**src/hdl/mmu_consts.svh**
```systemverilog
// MMU constants
`ifndef MMU_CONSTS_SVH
`define MMU_CONSTS_SVH

// address and field widths
`define MMU_VLEN   32
`define MMU_PLEN   34
`define MMU_PPNW   22
`define MMU_VPNW   20
`define MMU_VPN0W  10
`define MMU_ASIDW  9
`define MMU_OFFW   12
`define MMU_PRIVW  2
`define MMU_CAUSEW 4

// tlb sizes
`define MMU_ITLB_ENTRIES 2
`define MMU_DTLB_ENTRIES 4

// privilege levels
`define MMU_PRIV_U 2'b00
`define MMU_PRIV_S 2'b01

// exception causes
`define MMU_CAUSE_LD_MISALIGNED 4'd4
`define MMU_CAUSE_ST_MISALIGNED 4'd6
`define MMU_CAUSE_INSTR_PF      4'd12
`define MMU_CAUSE_LD_PF         4'd13
`define MMU_CAUSE_ST_PF         4'd15

`endif

```
**src/hdl/mmu_pkg.sv**
```systemverilog
// MMU shared types
`default_nettype none

`include "mmu_consts.svh"

package mmu_pkg;

  // --------------------
  // plain vectors
  // --------------------
  typedef logic [`MMU_VLEN-1:0]   vaddr_t;
  typedef logic [`MMU_PLEN-1:0]   paddr_t;
  typedef logic [`MMU_PPNW-1:0]   ppn_t;
  typedef logic [`MMU_VPNW-1:0]   vpn_t;
  typedef logic [`MMU_ASIDW-1:0]  asid_t;
  typedef logic [`MMU_PRIVW-1:0]  priv_t;
  typedef logic [`MMU_CAUSEW-1:0] cause_t;

  // --------------------
  // structs
  // --------------------
  // sv32 leaf entry without the rsw field
  typedef struct packed {
    ppn_t ppn;
    logic d;
    logic a;
    logic g;
    logic u;
    logic x;
    logic w;
    logic r;
    logic v;
  } pte_t;

  // one refill write, is_page marks a 4 MiB page
  typedef struct packed {
    logic  valid;
    logic  is_page;
    vpn_t  vpn;
    asid_t asid;
    pte_t  content;
  } tlb_update_t;

  typedef struct packed {
    logic   valid;
    cause_t cause;
    vaddr_t tval;
  } exception_t;

  typedef struct packed {
    logic   req;
    vaddr_t vaddr;
  } fetch_req_t;

  typedef struct packed {
    logic       valid;
    paddr_t     paddr;
    exception_t exception;
  } fetch_rsp_t;

endpackage

`default_nettype wire

```
**src/hdl/mmu_fetch_xlate.sv**
```systemverilog
// Fetch address translation
`timescale 1ns/1ns
`default_nettype none

`include "mmu_consts.svh"

module mmu_fetch_xlate (
  input  mmu_pkg::fetch_req_t fetch_req_i,
  input  logic                enable_translation_i,
  input  mmu_pkg::priv_t      priv_lvl_i,
  input  logic                itlb_hit_i,
  input  mmu_pkg::pte_t       itlb_content_i,
  input  logic                itlb_is_page_i,
  output mmu_pkg::fetch_rsp_t fetch_rsp_o,
  output logic                itlb_miss_o
);

  logic iaccess_err;

  // u pages are for user mode only and s mode may not execute them
  assign iaccess_err = ((priv_lvl_i == `MMU_PRIV_U) && !itlb_content_i.u)
                    || ((priv_lvl_i == `MMU_PRIV_S) && itlb_content_i.u);

  always_comb begin
    // bare mode
    fetch_rsp_o.valid     = fetch_req_i.req;
    fetch_rsp_o.paddr     = mmu_pkg::paddr_t'(fetch_req_i.vaddr);
    fetch_rsp_o.exception = '0;
    itlb_miss_o           = 1'b0;

    if (enable_translation_i) begin
      fetch_rsp_o.valid = 1'b0;
      fetch_rsp_o.paddr = {itlb_content_i.ppn, fetch_req_i.vaddr[`MMU_OFFW-1:0]};
      // 4 MiB page takes vpn[0] straight from the address
      if (itlb_is_page_i) begin
        fetch_rsp_o.paddr[`MMU_OFFW +: `MMU_VPN0W] =
          fetch_req_i.vaddr[`MMU_OFFW +: `MMU_VPN0W];
      end

      if (itlb_hit_i) begin
        fetch_rsp_o.valid = fetch_req_i.req;
        if (fetch_req_i.req && iaccess_err) begin
          fetch_rsp_o.exception.valid = 1'b1;
          fetch_rsp_o.exception.cause = `MMU_CAUSE_INSTR_PF;
          fetch_rsp_o.exception.tval  = fetch_req_i.vaddr;
        end
      end else begin
        // no entry yet so wait for a refill
        itlb_miss_o = fetch_req_i.req;
      end
    end
  end

endmodule

`default_nettype wire

```
**src/hdl/mmu_lsu_xlate.sv**
```systemverilog
// Load/store address translation
`timescale 1ns/1ns
`default_nettype none

`include "mmu_consts.svh"

module mmu_lsu_xlate (
  input  logic                clk_i,
  input  logic                rst_ni,
  input  logic                en_ld_st_translation_i,
  input  mmu_pkg::priv_t      ld_st_priv_lvl_i,
  input  logic                sum_i,
  input  logic                lsu_req_i,
  input  mmu_pkg::vaddr_t     lsu_vaddr_i,
  input  logic                lsu_is_store_i,
  input  logic                lsu_misaligned_i,
  input  logic                dtlb_hit_i,
  input  mmu_pkg::pte_t       dtlb_content_i,
  input  logic                dtlb_is_page_i,
  output logic                lsu_dtlb_hit_o,
  output mmu_pkg::ppn_t       lsu_dtlb_ppn_o,
  output logic                dtlb_miss_o,
  output logic                lsu_valid_o,
  output mmu_pkg::paddr_t     lsu_paddr_o,
  output mmu_pkg::exception_t lsu_exception_o
);

  // request stage
  logic            lsu_req_q;
  logic            misaligned_q;
  logic            dtlb_hit_q;
  mmu_pkg::vaddr_t lsu_vaddr_q;
  logic            lsu_is_store_q;
  mmu_pkg::pte_t   dtlb_pte_q;
  logic            dtlb_is_page_q;

  logic daccess_err;

  // --------------------
  // cycle 0
  // --------------------
  assign lsu_dtlb_hit_o = en_ld_st_translation_i ? dtlb_hit_i : 1'b1;
  assign dtlb_miss_o    = en_ld_st_translation_i && lsu_req_i && !dtlb_hit_i;

  always_comb begin
    lsu_dtlb_ppn_o = mmu_pkg::ppn_t'(lsu_vaddr_i[`MMU_VLEN-1:`MMU_OFFW]);
    if (en_ld_st_translation_i) begin
      lsu_dtlb_ppn_o = dtlb_content_i.ppn;
      if (dtlb_is_page_i) begin
        lsu_dtlb_ppn_o[`MMU_VPN0W-1:0] = lsu_vaddr_i[`MMU_OFFW +: `MMU_VPN0W];
      end
    end
  end

  // --------------------
  // stage registers
  // --------------------
  always_ff @(posedge clk_i or negedge rst_ni) begin
    if (!rst_ni) begin
      lsu_req_q    <= 1'b0;
      misaligned_q <= 1'b0;
      dtlb_hit_q   <= 1'b0;
    end else begin
      lsu_req_q    <= lsu_req_i;
      misaligned_q <= lsu_misaligned_i && lsu_req_i;
      dtlb_hit_q   <= dtlb_hit_i;
    end
  end

  always_ff @(posedge clk_i) begin
    lsu_vaddr_q    <= lsu_vaddr_i;
    lsu_is_store_q <= lsu_is_store_i;
    dtlb_pte_q     <= dtlb_content_i;
    dtlb_is_page_q <= dtlb_is_page_i;
  end

  // --------------------
  // cycle 1
  // --------------------
  // s mode needs sum to reach user pages, u mode only reaches user pages
  assign daccess_err = ((ld_st_priv_lvl_i == `MMU_PRIV_S) && !sum_i && dtlb_pte_q.u)
                    || ((ld_st_priv_lvl_i == `MMU_PRIV_U) && !dtlb_pte_q.u);

  always_comb begin
    lsu_valid_o     = lsu_req_q;
    lsu_paddr_o     = mmu_pkg::paddr_t'(lsu_vaddr_q);
    lsu_exception_o = '0;

    if (misaligned_q) begin
      // misaligned wins over any translation result
      lsu_exception_o.valid = 1'b1;
      lsu_exception_o.cause = lsu_is_store_q ? `MMU_CAUSE_ST_MISALIGNED
                                             : `MMU_CAUSE_LD_MISALIGNED;
      lsu_exception_o.tval  = lsu_vaddr_q;
    end else if (en_ld_st_translation_i) begin
      lsu_valid_o = 1'b0;
      lsu_paddr_o = {dtlb_pte_q.ppn, lsu_vaddr_q[`MMU_OFFW-1:0]};
      if (dtlb_is_page_q) begin
        lsu_paddr_o[`MMU_OFFW +: `MMU_VPN0W] = lsu_vaddr_q[`MMU_OFFW +: `MMU_VPN0W];
      end

      if (dtlb_hit_q && lsu_req_q) begin
        lsu_valid_o = 1'b1;
        if (lsu_is_store_q) begin
          // stores also need write permission and a dirty page
          if (daccess_err || !dtlb_pte_q.w || !dtlb_pte_q.d) begin
            lsu_exception_o.valid = 1'b1;
            lsu_exception_o.cause = `MMU_CAUSE_ST_PF;
            lsu_exception_o.tval  = lsu_vaddr_q;
          end
        end else if (daccess_err) begin
          lsu_exception_o.valid = 1'b1;
          lsu_exception_o.cause = `MMU_CAUSE_LD_PF;
          lsu_exception_o.tval  = lsu_vaddr_q;
        end
      end
    end
  end

endmodule

`default_nettype wire

```
**src/hdl/mmu_tlb.sv**
```systemverilog
// Fully associative TLB
`timescale 1ns/1ns
`default_nettype none

`include "mmu_consts.svh"

module mmu_tlb #(
  parameter int unsigned TLB_ENTRIES = 4
) (
  input  logic                 clk_i,
  input  logic                 rst_ni,
  input  logic                 flush_i,
  input  mmu_pkg::tlb_update_t update_i,
  input  logic                 lu_access_i,
  input  mmu_pkg::asid_t       lu_asid_i,
  input  mmu_pkg::vaddr_t      lu_vaddr_i,
  output logic                 lu_hit_o,
  output mmu_pkg::pte_t        lu_content_o,
  output logic                 lu_is_page_o
);

  localparam int unsigned PtrW = (TLB_ENTRIES > 1) ? $clog2(TLB_ENTRIES) : 1;

  // tag and content storage
  logic [TLB_ENTRIES-1:0] valid_q;
  logic [TLB_ENTRIES-1:0] is_page_q;
  mmu_pkg::vpn_t          vpn_q     [TLB_ENTRIES];
  mmu_pkg::asid_t         asid_q    [TLB_ENTRIES];
  mmu_pkg::pte_t          content_q [TLB_ENTRIES];

  // round robin victim
  logic [PtrW-1:0] repl_q;

  mmu_pkg::vpn_t          lu_vpn;
  logic [TLB_ENTRIES-1:0] match;

  assign lu_vpn = lu_vaddr_i[`MMU_VLEN-1:`MMU_OFFW];

  // --------------------
  // lookup
  // --------------------
  always_comb begin
    for (int i = 0; i < int'(TLB_ENTRIES); i++) begin
      // superpages only compare vpn[1]
      match[i] = valid_q[i]
               && (vpn_q[i][`MMU_VPNW-1:`MMU_VPN0W] == lu_vpn[`MMU_VPNW-1:`MMU_VPN0W])
               && (is_page_q[i] || (vpn_q[i][`MMU_VPN0W-1:0] == lu_vpn[`MMU_VPN0W-1:0]))
               && ((asid_q[i] == lu_asid_i) || content_q[i].g);
    end
  end

  // walk downwards so the lowest matching index is the last one written
  always_comb begin
    lu_hit_o     = 1'b0;
    lu_content_o = '0;
    lu_is_page_o = 1'b0;
    for (int i = int'(TLB_ENTRIES) - 1; i >= 0; i--) begin
      if (match[i]) begin
        lu_hit_o     = lu_access_i;
        lu_content_o = content_q[i];
        lu_is_page_o = is_page_q[i];
      end
    end
  end

  // --------------------
  // refill and flush
  // --------------------
  always_ff @(posedge clk_i or negedge rst_ni) begin
    if (!rst_ni) begin
      valid_q <= '0;
      repl_q  <= '0;
    end else if (flush_i) begin
      valid_q <= '0;
      repl_q  <= '0;
    end else if (update_i.valid) begin
      valid_q[repl_q] <= 1'b1;
      if (repl_q == PtrW'(TLB_ENTRIES - 1)) begin
        repl_q <= '0;
      end else begin
        repl_q <= repl_q + 1'b1;
      end
    end
  end

  always_ff @(posedge clk_i) begin
    if (update_i.valid) begin
      is_page_q[repl_q] <= update_i.is_page;
      vpn_q[repl_q]     <= update_i.vpn;
      asid_q[repl_q]    <= update_i.asid;
      content_q[repl_q] <= update_i.content;
    end
  end

endmodule

`default_nettype wire

```
**src/hdl/mmu_top.sv**
```systemverilog
// Sv32 MMU top level
`timescale 1ns/1ns
`default_nettype none

`include "mmu_consts.svh"

module mmu_top (
  input  logic                 clk_i,
  input  logic                 rst_ni,
  input  logic                 flush_tlb_i,
  input  logic                 enable_translation_i,
  input  logic                 en_ld_st_translation_i,
  input  mmu_pkg::priv_t       priv_lvl_i,
  input  mmu_pkg::priv_t       ld_st_priv_lvl_i,
  input  logic                 sum_i,
  input  mmu_pkg::asid_t       asid_i,
  // fetch port
  input  mmu_pkg::fetch_req_t  fetch_req_i,
  output mmu_pkg::fetch_rsp_t  fetch_rsp_o,
  // load/store port
  input  logic                 lsu_req_i,
  input  mmu_pkg::vaddr_t      lsu_vaddr_i,
  input  logic                 lsu_is_store_i,
  input  logic                 lsu_misaligned_i,
  output logic                 lsu_dtlb_hit_o,
  output mmu_pkg::ppn_t        lsu_dtlb_ppn_o,
  output logic                 lsu_valid_o,
  output mmu_pkg::paddr_t      lsu_paddr_o,
  output mmu_pkg::exception_t  lsu_exception_o,
  // refills
  input  mmu_pkg::tlb_update_t itlb_update_i,
  input  mmu_pkg::tlb_update_t dtlb_update_i,
  // performance counters
  output logic                 itlb_miss_o,
  output logic                 dtlb_miss_o
);

  logic          itlb_hit;
  mmu_pkg::pte_t itlb_content;
  logic          itlb_is_page;
  logic          dtlb_hit;
  mmu_pkg::pte_t dtlb_content;
  logic          dtlb_is_page;

  // --------------------
  // instruction side
  // --------------------
  mmu_tlb #(
    .TLB_ENTRIES (`MMU_ITLB_ENTRIES)
  ) i_itlb (
    .clk_i        (clk_i),
    .rst_ni       (rst_ni),
    .flush_i      (flush_tlb_i),
    .update_i     (itlb_update_i),
    .lu_access_i  (fetch_req_i.req),
    .lu_asid_i    (asid_i),
    .lu_vaddr_i   (fetch_req_i.vaddr),
    .lu_hit_o     (itlb_hit),
    .lu_content_o (itlb_content),
    .lu_is_page_o (itlb_is_page)
  );

  mmu_fetch_xlate i_fetch_xlate (
    .fetch_req_i          (fetch_req_i),
    .enable_translation_i (enable_translation_i),
    .priv_lvl_i           (priv_lvl_i),
    .itlb_hit_i           (itlb_hit),
    .itlb_content_i       (itlb_content),
    .itlb_is_page_i       (itlb_is_page),
    .fetch_rsp_o          (fetch_rsp_o),
    .itlb_miss_o          (itlb_miss_o)
  );

  // --------------------
  // data side
  // --------------------
  mmu_tlb #(
    .TLB_ENTRIES (`MMU_DTLB_ENTRIES)
  ) i_dtlb (
    .clk_i        (clk_i),
    .rst_ni       (rst_ni),
    .flush_i      (flush_tlb_i),
    .update_i     (dtlb_update_i),
    .lu_access_i  (lsu_req_i),
    .lu_asid_i    (asid_i),
    .lu_vaddr_i   (lsu_vaddr_i),
    .lu_hit_o     (dtlb_hit),
    .lu_content_o (dtlb_content),
    .lu_is_page_o (dtlb_is_page)
  );

  mmu_lsu_xlate i_lsu_xlate (
    .clk_i                  (clk_i),
    .rst_ni                 (rst_ni),
    .en_ld_st_translation_i (en_ld_st_translation_i),
    .ld_st_priv_lvl_i       (ld_st_priv_lvl_i),
    .sum_i                  (sum_i),
    .lsu_req_i              (lsu_req_i),
    .lsu_vaddr_i            (lsu_vaddr_i),
    .lsu_is_store_i         (lsu_is_store_i),
    .lsu_misaligned_i       (lsu_misaligned_i),
    .dtlb_hit_i             (dtlb_hit),
    .dtlb_content_i         (dtlb_content),
    .dtlb_is_page_i         (dtlb_is_page),
    .lsu_dtlb_hit_o         (lsu_dtlb_hit_o),
    .lsu_dtlb_ppn_o         (lsu_dtlb_ppn_o),
    .dtlb_miss_o            (dtlb_miss_o),
    .lsu_valid_o            (lsu_valid_o),
    .lsu_paddr_o            (lsu_paddr_o),
    .lsu_exception_o        (lsu_exception_o)
  );

endmodule

`default_nettype wire

```
**config.mk**
```make
export PLATFORM = sky130hd
export DESIGN_NAME = mmu_top
export DESIGN_NICKNAME = d
export VERILOG_FILES = /design/src/hdl/mmu_pkg.sv /design/src/hdl/mmu_fetch_xlate.sv /design/src/hdl/mmu_lsu_xlate.sv /design/src/hdl/mmu_tlb.sv /design/src/hdl/mmu_top.sv
export VERILOG_INCLUDE_DIRS = /design/src /design/src/hdl
export SDC_FILE = /design/constraint.sdc
export NUM_CORES = 1
export LEC_CHECK = 0
export ABC_AREA = 0
export BUFFER_PORTS_ARGS = -buffer_cell sky130_fd_sc_hd__buf_4
export CAP_MARGIN = 15
export CORE_UTILIZATION = 49
export CTS_CLUSTER_DIAMETER = 200
export DETAILED_ROUTE_END_ITERATION = 12
export PLACE_DENSITY = 0.76
export SKIP_CTS_REPAIR_TIMING = 1
export SLEW_MARGIN = 20
export SYNTH_ARGS = -nofsm -noshare
export SYNTH_HDL_FRONTEND = slang
export SYNTH_SLANG_ARGS = --single-unit
```
**constraint.sdc**
```tcl
create_clock -name clk_i -period 3.1 [get_ports clk_i]
set_input_delay 0.155 -clock clk_i [delete_from_list [all_inputs] [get_ports clk_i]]
set_output_delay 0.155 -clock clk_i [all_outputs]
set_load 0.01 [all_outputs]
```
==> results_tabular.tex <==
\begin{tabular}{lr}
\hline
Metric & Value \\
\hline
\multicolumn{2}{l}{\textbf{Detailed routing}} \\
\quad Initial drt markers & between 800 and 900 \\
\quad Remaining number of nets flagged by the antenna check after routing & 0 \\
\quad Post-detailed-routing wire length & about 45000 um \\
\quad Wirelength per Cell & 20.9 um \\
\quad Routed via count divided by cell count & about 5.3 \\
\quad Overall via count from detail\_route & 11500 \\
\quad TritonRoute pass-1 iters & 5 \\
\quad Remaining design rule violation count & 0 \\
\multicolumn{2}{l}{\textbf{Global routing}} \\
\quad Overall overflow remaining after global route & 0 \\
\quad First-pass GRT wire length & around 60000 um \\
\quad Largest net degree at the start of global routing & 58 \\
\quad Via count of the first global-routing pass & between 10000 and 15000 \\
\quad Combined global-route utilization of all metal layers & 0.221 \\
\quad Antenna violations before repair & 3 \\
\multicolumn{2}{l}{\textbf{Logic synthesis}} \\
\quad Synthesized-area fraction occupied by ao, oa, aoi and oai cells & 0.0481 \\
\quad Share of synthesized area occupied by flip-flops and latches & 0.686 \\
\quad Share of the synthesized netlist area taken by xor and xnor gates & 0.0918 \\
\quad Number of enable-type register cells in the synthesized netlist & 332 \\
\quad Yosys warning total & 0 \\
\quad Most common flop cell mapped by yosys & sky130\_fd\_sc\_hd\_\_edfxtp\_1 \\
\quad Dominant combinational cell family by area after synthesis & XOR/XNOR gates \\
\quad Post-synthesis simple-gate area fraction & 0.0892 \\
\quad Synth top area share & 0.597 \\
\quad FF+latch count, synth & 403 \\
\quad Most area-consuming cells after synthesis & sky130\_fd\_sc\_hd\_\_edfxtp\_1 (60\%), sky130\_fd\_sc\_hd\_\_dfxtp\_1 (7.1\%), sky130\_fd\_sc\_hd\_\_xnor2\_1 (4.7\%) \\
\quad Cell taking the most area after synthesis & sky130\_fd\_sc\_hd\_\_edfxtp\_1 \\
\quad Mux share of post-synthesis cell area & 0.0458 \\
\quad Avg Cell Area, Syn & 14.5 um2 \\
\quad Post-synthesis cell type count & 57 \\
\quad Arithmetic-cell share of the synthesized area counting full adders, half adders and majority gates & 0.00300 \\
\quad Cell Area, Synth & between 15000 and 20000 um2 \\
\quad Post-synthesis instance total & 1155 \\
\quad Share of synthesized flip-flops with an asynchronous set or reset & 0.0298 \\
\multicolumn{2}{l}{\textbf{Finish}} \\
\quad Layout overhead on the synthesized area & 41.9\% \\
\quad Final instance count without filler cells & 2159 \\
\quad Net count, final & 1889 \\
\quad Area taken by flip-flops and latches & 11500 um2 \\
\quad Most frequent cells in the layout & sky130\_fd\_sc\_hd\_\_buf\_4 (368), sky130\_fd\_sc\_hd\_\_edfxtp\_1 (332), sky130\_fd\_sc\_hd\_\_dlygate4sd3\_1 (150) \\
\quad Total area of multi-input combinational cells & approximately 5300 um2 \\
\quad Number of filler cells placed in the layout & approximately 2100 \\
\quad Most common cell after layout, fill and taps aside & sky130\_fd\_sc\_hd\_\_buf\_4 \\
\quad Fraction of layout cells with a size suffix above 1 & 0.379 \\
\multicolumn{2}{l}{\textbf{Worst setup path}} \\
\quad Type of destination of the critical path & output pin \\
\quad Internal reg-to-reg setup slack & 330 ps \\
\quad Critical path's largest stage delay & 440 ps \\
\quad Critical path depth & 10 \\
\quad Element type at the critical path start & register \\
\quad Crit-path cells & xor2\_1 > nor4\_2 > a41oi\_2 > or3\_4 > buf\_4 > buf\_6 > mux2i\_1 > o22ai\_2 > mux2\_2 > buf\_4 \\
\quad Critical Setup Path Class & register to output pin \\
\quad Crit path arrival time & approximately 3300 ps \\
\quad Max stage delay cell, worst path & sky130\_fd\_sc\_hd\_\_or3\_4 \\
\quad Largest delay share family, worst path & simple AND/OR/NAND/NOR gates \\
\quad Worst Reg-to-Reg Cells & 9 \\
\quad Launching point of the worst reg2reg path & i\_dtlb.asid\_q[2][3] \\
\quad Worst Path Max Fanout & 5 \\
\quad Number of buffer and inverter instances along the worst setup path & 3 \\
\quad Crit path required time & 2940 ps \\
\quad Critical R2R Capture & i\_lsu\_xlate.dtlb\_pte\_q[10] \\
\quad Most prevalent standard cell on the critical path & sky130\_fd\_sc\_hd\_\_buf\_4 \\
\multicolumn{2}{l}{\textbf{STA}} \\
\quad Final total negative setup slack & -14940 ps \\
\quad Setup skew after layout & roughly 17 ps \\
\quad Timing-limited maximum frequency & 292 MHz \\
\quad Period minus WS final & $\sim$3400 ps \\
\quad Post-route worst hold slack & $\sim$8.1 ps \\
\quad Number of endpoints failing setup at the final stage & between 60 and 70 \\
\quad Final count of pins violating max slew & 0 \\
\quad Post-route fraction of the period consumed by the critical path & 1.11 \\
\quad Transition time at the pin with the least slew margin & 718 ps \\
\quad Headroom to the max-slew limit & 0.520 \\
\quad Number of hold violations in the final report & 0 \\
\quad Setup repair after global routing missed its margin & true \\
\quad Worst setup slack after layout & -326 ps \\
\multicolumn{2}{l}{\textbf{Power and ir drop}} \\
\quad Static power due to leakage & 9.23 nW \\
\quad Pwr Density & 519 nW/um2 \\
\quad Worst ir drop on vdd & 0.000504 V \\
\quad Sum of internal, switching and leakage power & 0.0123 W \\
\multicolumn{2}{l}{\textbf{Floorplanning}} \\
\quad Total number of placement rows & 67 \\
\quad Initial cell density of the core & 0.498 \\
\quad I/O pins & 378 \\
\quad Height of the die & approximately 190 um \\
\quad Core area & between 30000 and 40000 um2 \\
\quad Die area & 34800 um2 \\
\quad X dimension of the die & 187 um \\
\multicolumn{2}{l}{\textbf{Clock tree}} \\
\quad Later-pin clock latency in the skew report & 540 ps \\
\quad Inserted Clock Buffers & 42 \\
\quad Root Buffer Master & sky130\_fd\_sc\_hd\_\_clkbuf\_16 \\
\quad Buffers from clock root to sink, at most & 3 \\
\quad Sinks on the clock net & 403 \\
\quad Clock tree from TritonCTS & done \\
\quad H-tree Lvls & 2 \\
\quad Clock-pin slew on the worst setup and hold paths & $\sim$60 ps \\
\multicolumn{2}{l}{\textbf{Outcome}} \\
\quad Violated checks & negative setup slack \\
\quad Run status & complete, but fails checks \\
\multicolumn{2}{l}{\textbf{Placement}} \\
\quad Post-Place Worst Slack & -28.2 ps \\
\quad Quantity of I/O buffers inserted on ports & $\sim$370 \\
\quad Final GP Congestion & 0.901 \\
\quad Placed cell count & 1909 \\
\quad Detailed placement HPWL & 27700 um \\
\multicolumn{2}{l}{\textbf{Worst hold path}} \\
\quad HP Class & input pin to asynchronous set/reset pin \\
\multicolumn{2}{l}{\textbf{Job}} \\
\quad Number of violations of the max-capacitance limit & 0 \\
\hline
\end{tabular}
## worst reg2reg max path, cell delays in order (launching register included)
cell and delay [ps]:
sky130_fd_sc_hd__edfxtp_1 370, sky130_fd_sc_hd__xor2_1 170, sky130_fd_sc_hd__nor4_2 380, sky130_fd_sc_hd__a41oi_2 240, sky130_fd_sc_hd__or3_4 440, sky130_fd_sc_hd__buf_12 170, sky130_fd_sc_hd__mux2_4 300, sky130_fd_sc_hd__a221o_1 340
sky130_fd_sc_hd__buf_4 150, sky130_fd_sc_hd__o21a_1 100
## synth_stat cells (2+ instances only)
master	instances
sky130_fd_sc_hd__edfxtp_1	332
sky130_fd_sc_hd__xnor2_1	89
sky130_fd_sc_hd__xor2_1	86
sky130_fd_sc_hd__nand2_1	79
sky130_fd_sc_hd__and2_1	70
sky130_fd_sc_hd__dfxtp_1	59
sky130_fd_sc_hd__mux2_2	51
sky130_fd_sc_hd__nor2_1	50
sky130_fd_sc_hd__clkbuf_1	35
sky130_fd_sc_hd__buf_4	31
sky130_fd_sc_hd__nand3_1	30
sky130_fd_sc_hd__buf_2	21
sky130_fd_sc_hd__nor4_1	17
sky130_fd_sc_hd__inv_1	16
sky130_fd_sc_hd__nand4_1	15
sky130_fd_sc_hd__a21oi_1	14
sky130_fd_sc_hd__nor3_1	14
sky130_fd_sc_hd__mux2i_1	13
sky130_fd_sc_hd__dfrtp_1	12
sky130_fd_sc_hd__o22ai_1	11
sky130_fd_sc_hd__o21a_1	10
sky130_fd_sc_hd__a2111oi_0	9
sky130_fd_sc_hd__a221o_1	9
sky130_fd_sc_hd__o2bb2ai_1	9
sky130_fd_sc_hd__a41oi_1	7
sky130_fd_sc_hd__or3_1	7
sky130_fd_sc_hd__buf_6	6
sky130_fd_sc_hd__a21boi_0	4
sky130_fd_sc_hd__ha_1	4
sky130_fd_sc_hd__mux2_4	4
sky130_fd_sc_hd__o21ai_0	4
sky130_fd_sc_hd__a22oi_1	3
sky130_fd_sc_hd__a31oi_1	3
sky130_fd_sc_hd__a211o_1	2
sky130_fd_sc_hd__a221oi_2	2
sky130_fd_sc_hd__a41o_1	2
sky130_fd_sc_hd__and3_1	2
sky130_fd_sc_hd__buf_1	2
sky130_fd_sc_hd__nor2b_1	2
sky130_fd_sc_hd__nor3_2	2
## logic make-up after synthesis
group,Yosys count
flip-flops,403
AND/OR/NAND/NOR,294
XOR/XNOR,175
buffers and inverters,111
AO/OA/AOI/OAI,99
multiplexers,68
adder cells (fa/ha/maj),4
other,1
## stage by stage
step	utilization	instance area [um2]
2_1_floorplan	-	16700
3_3_place_gp	0.592	19800
3_5_place_dp	0.592	19800
4_1_cts	0.631	21200
5_1_grt	0.706	23700
6_report	0.706	23700
## flip-flops by register name, indices dropped and copies added (netlist names)
signal / flops
i_dtlb.asid_q: 36
i_dtlb.content_q: 104
i_dtlb.is_page_q: 4
i_dtlb.repl_q: 2
i_dtlb.valid_q: 4
i_dtlb.vpn_q: 80
i_itlb.asid_q: 18
i_itlb.content_q: 48
i_itlb.is_page_q: 2
i_itlb.repl_q: 1
i_itlb.valid_q: 2
i_itlb.vpn_q: 40
i_lsu_xlate.dtlb_hit_q: 1
i_lsu_xlate.dtlb_is_page_q: 1
i_lsu_xlate.dtlb_pte_q: 25
i_lsu_xlate.lsu_is_store_q: 1
i_lsu_xlate.lsu_req_q: 1
i_lsu_xlate.lsu_vaddr_q: 32
i_lsu_xlate.misaligned_q: 1
## worst max path at each step
stage / start / to
global placement: i_dtlb.vpn_q[2][5] / lsu_dtlb_ppn_o[0]
detailed placement: i_dtlb.vpn_q[2][5] / lsu_dtlb_ppn_o[0]
finish: i_dtlb.asid_q[2][3] / lsu_dtlb_ppn_o[19]
global route: i_itlb.asid_q[1][6] / fetch_rsp_o[23]
CTS: i_dtlb.vpn_q[2][5] / lsu_dtlb_ppn_o[0]
floorplan: i_itlb.vpn_q[1][19] / fetch_rsp_o[23]
## cell type report
class                           count  area share
Clock buffer                       59      0.0496
Inverter                           16     0.00254
Tap cell                          448      0.0237
Antenna cell                        3    0.000317
Clock inverter                     17     0.00655
Sequential cell                   403       0.483
Multi-Input combinational cell    643       0.223
Timing Repair Buffer              570       0.211
## report_power, final
part | total, W | internal (W) | switching [W]
combinational | 0.00125 | 0.000632 | 0.000618
clock | 0.00483 | 0.00282 | 0.00201
sequential | 0.00623 | 0.00614 | 0.0000934
total | 0.0123 | 0.00959 | 0.00272
## routing by layer
metal	vias to the layer above	global-route usage	wire, um
met2	501	0.371	23100
met3	96	0.0497	2710
li1	5198	-	-
met4	0	0.0684	1130
met5	-	0	0
met1	5730	0.287	18100
Note: power is estimated with default switching activity, not from simulation.
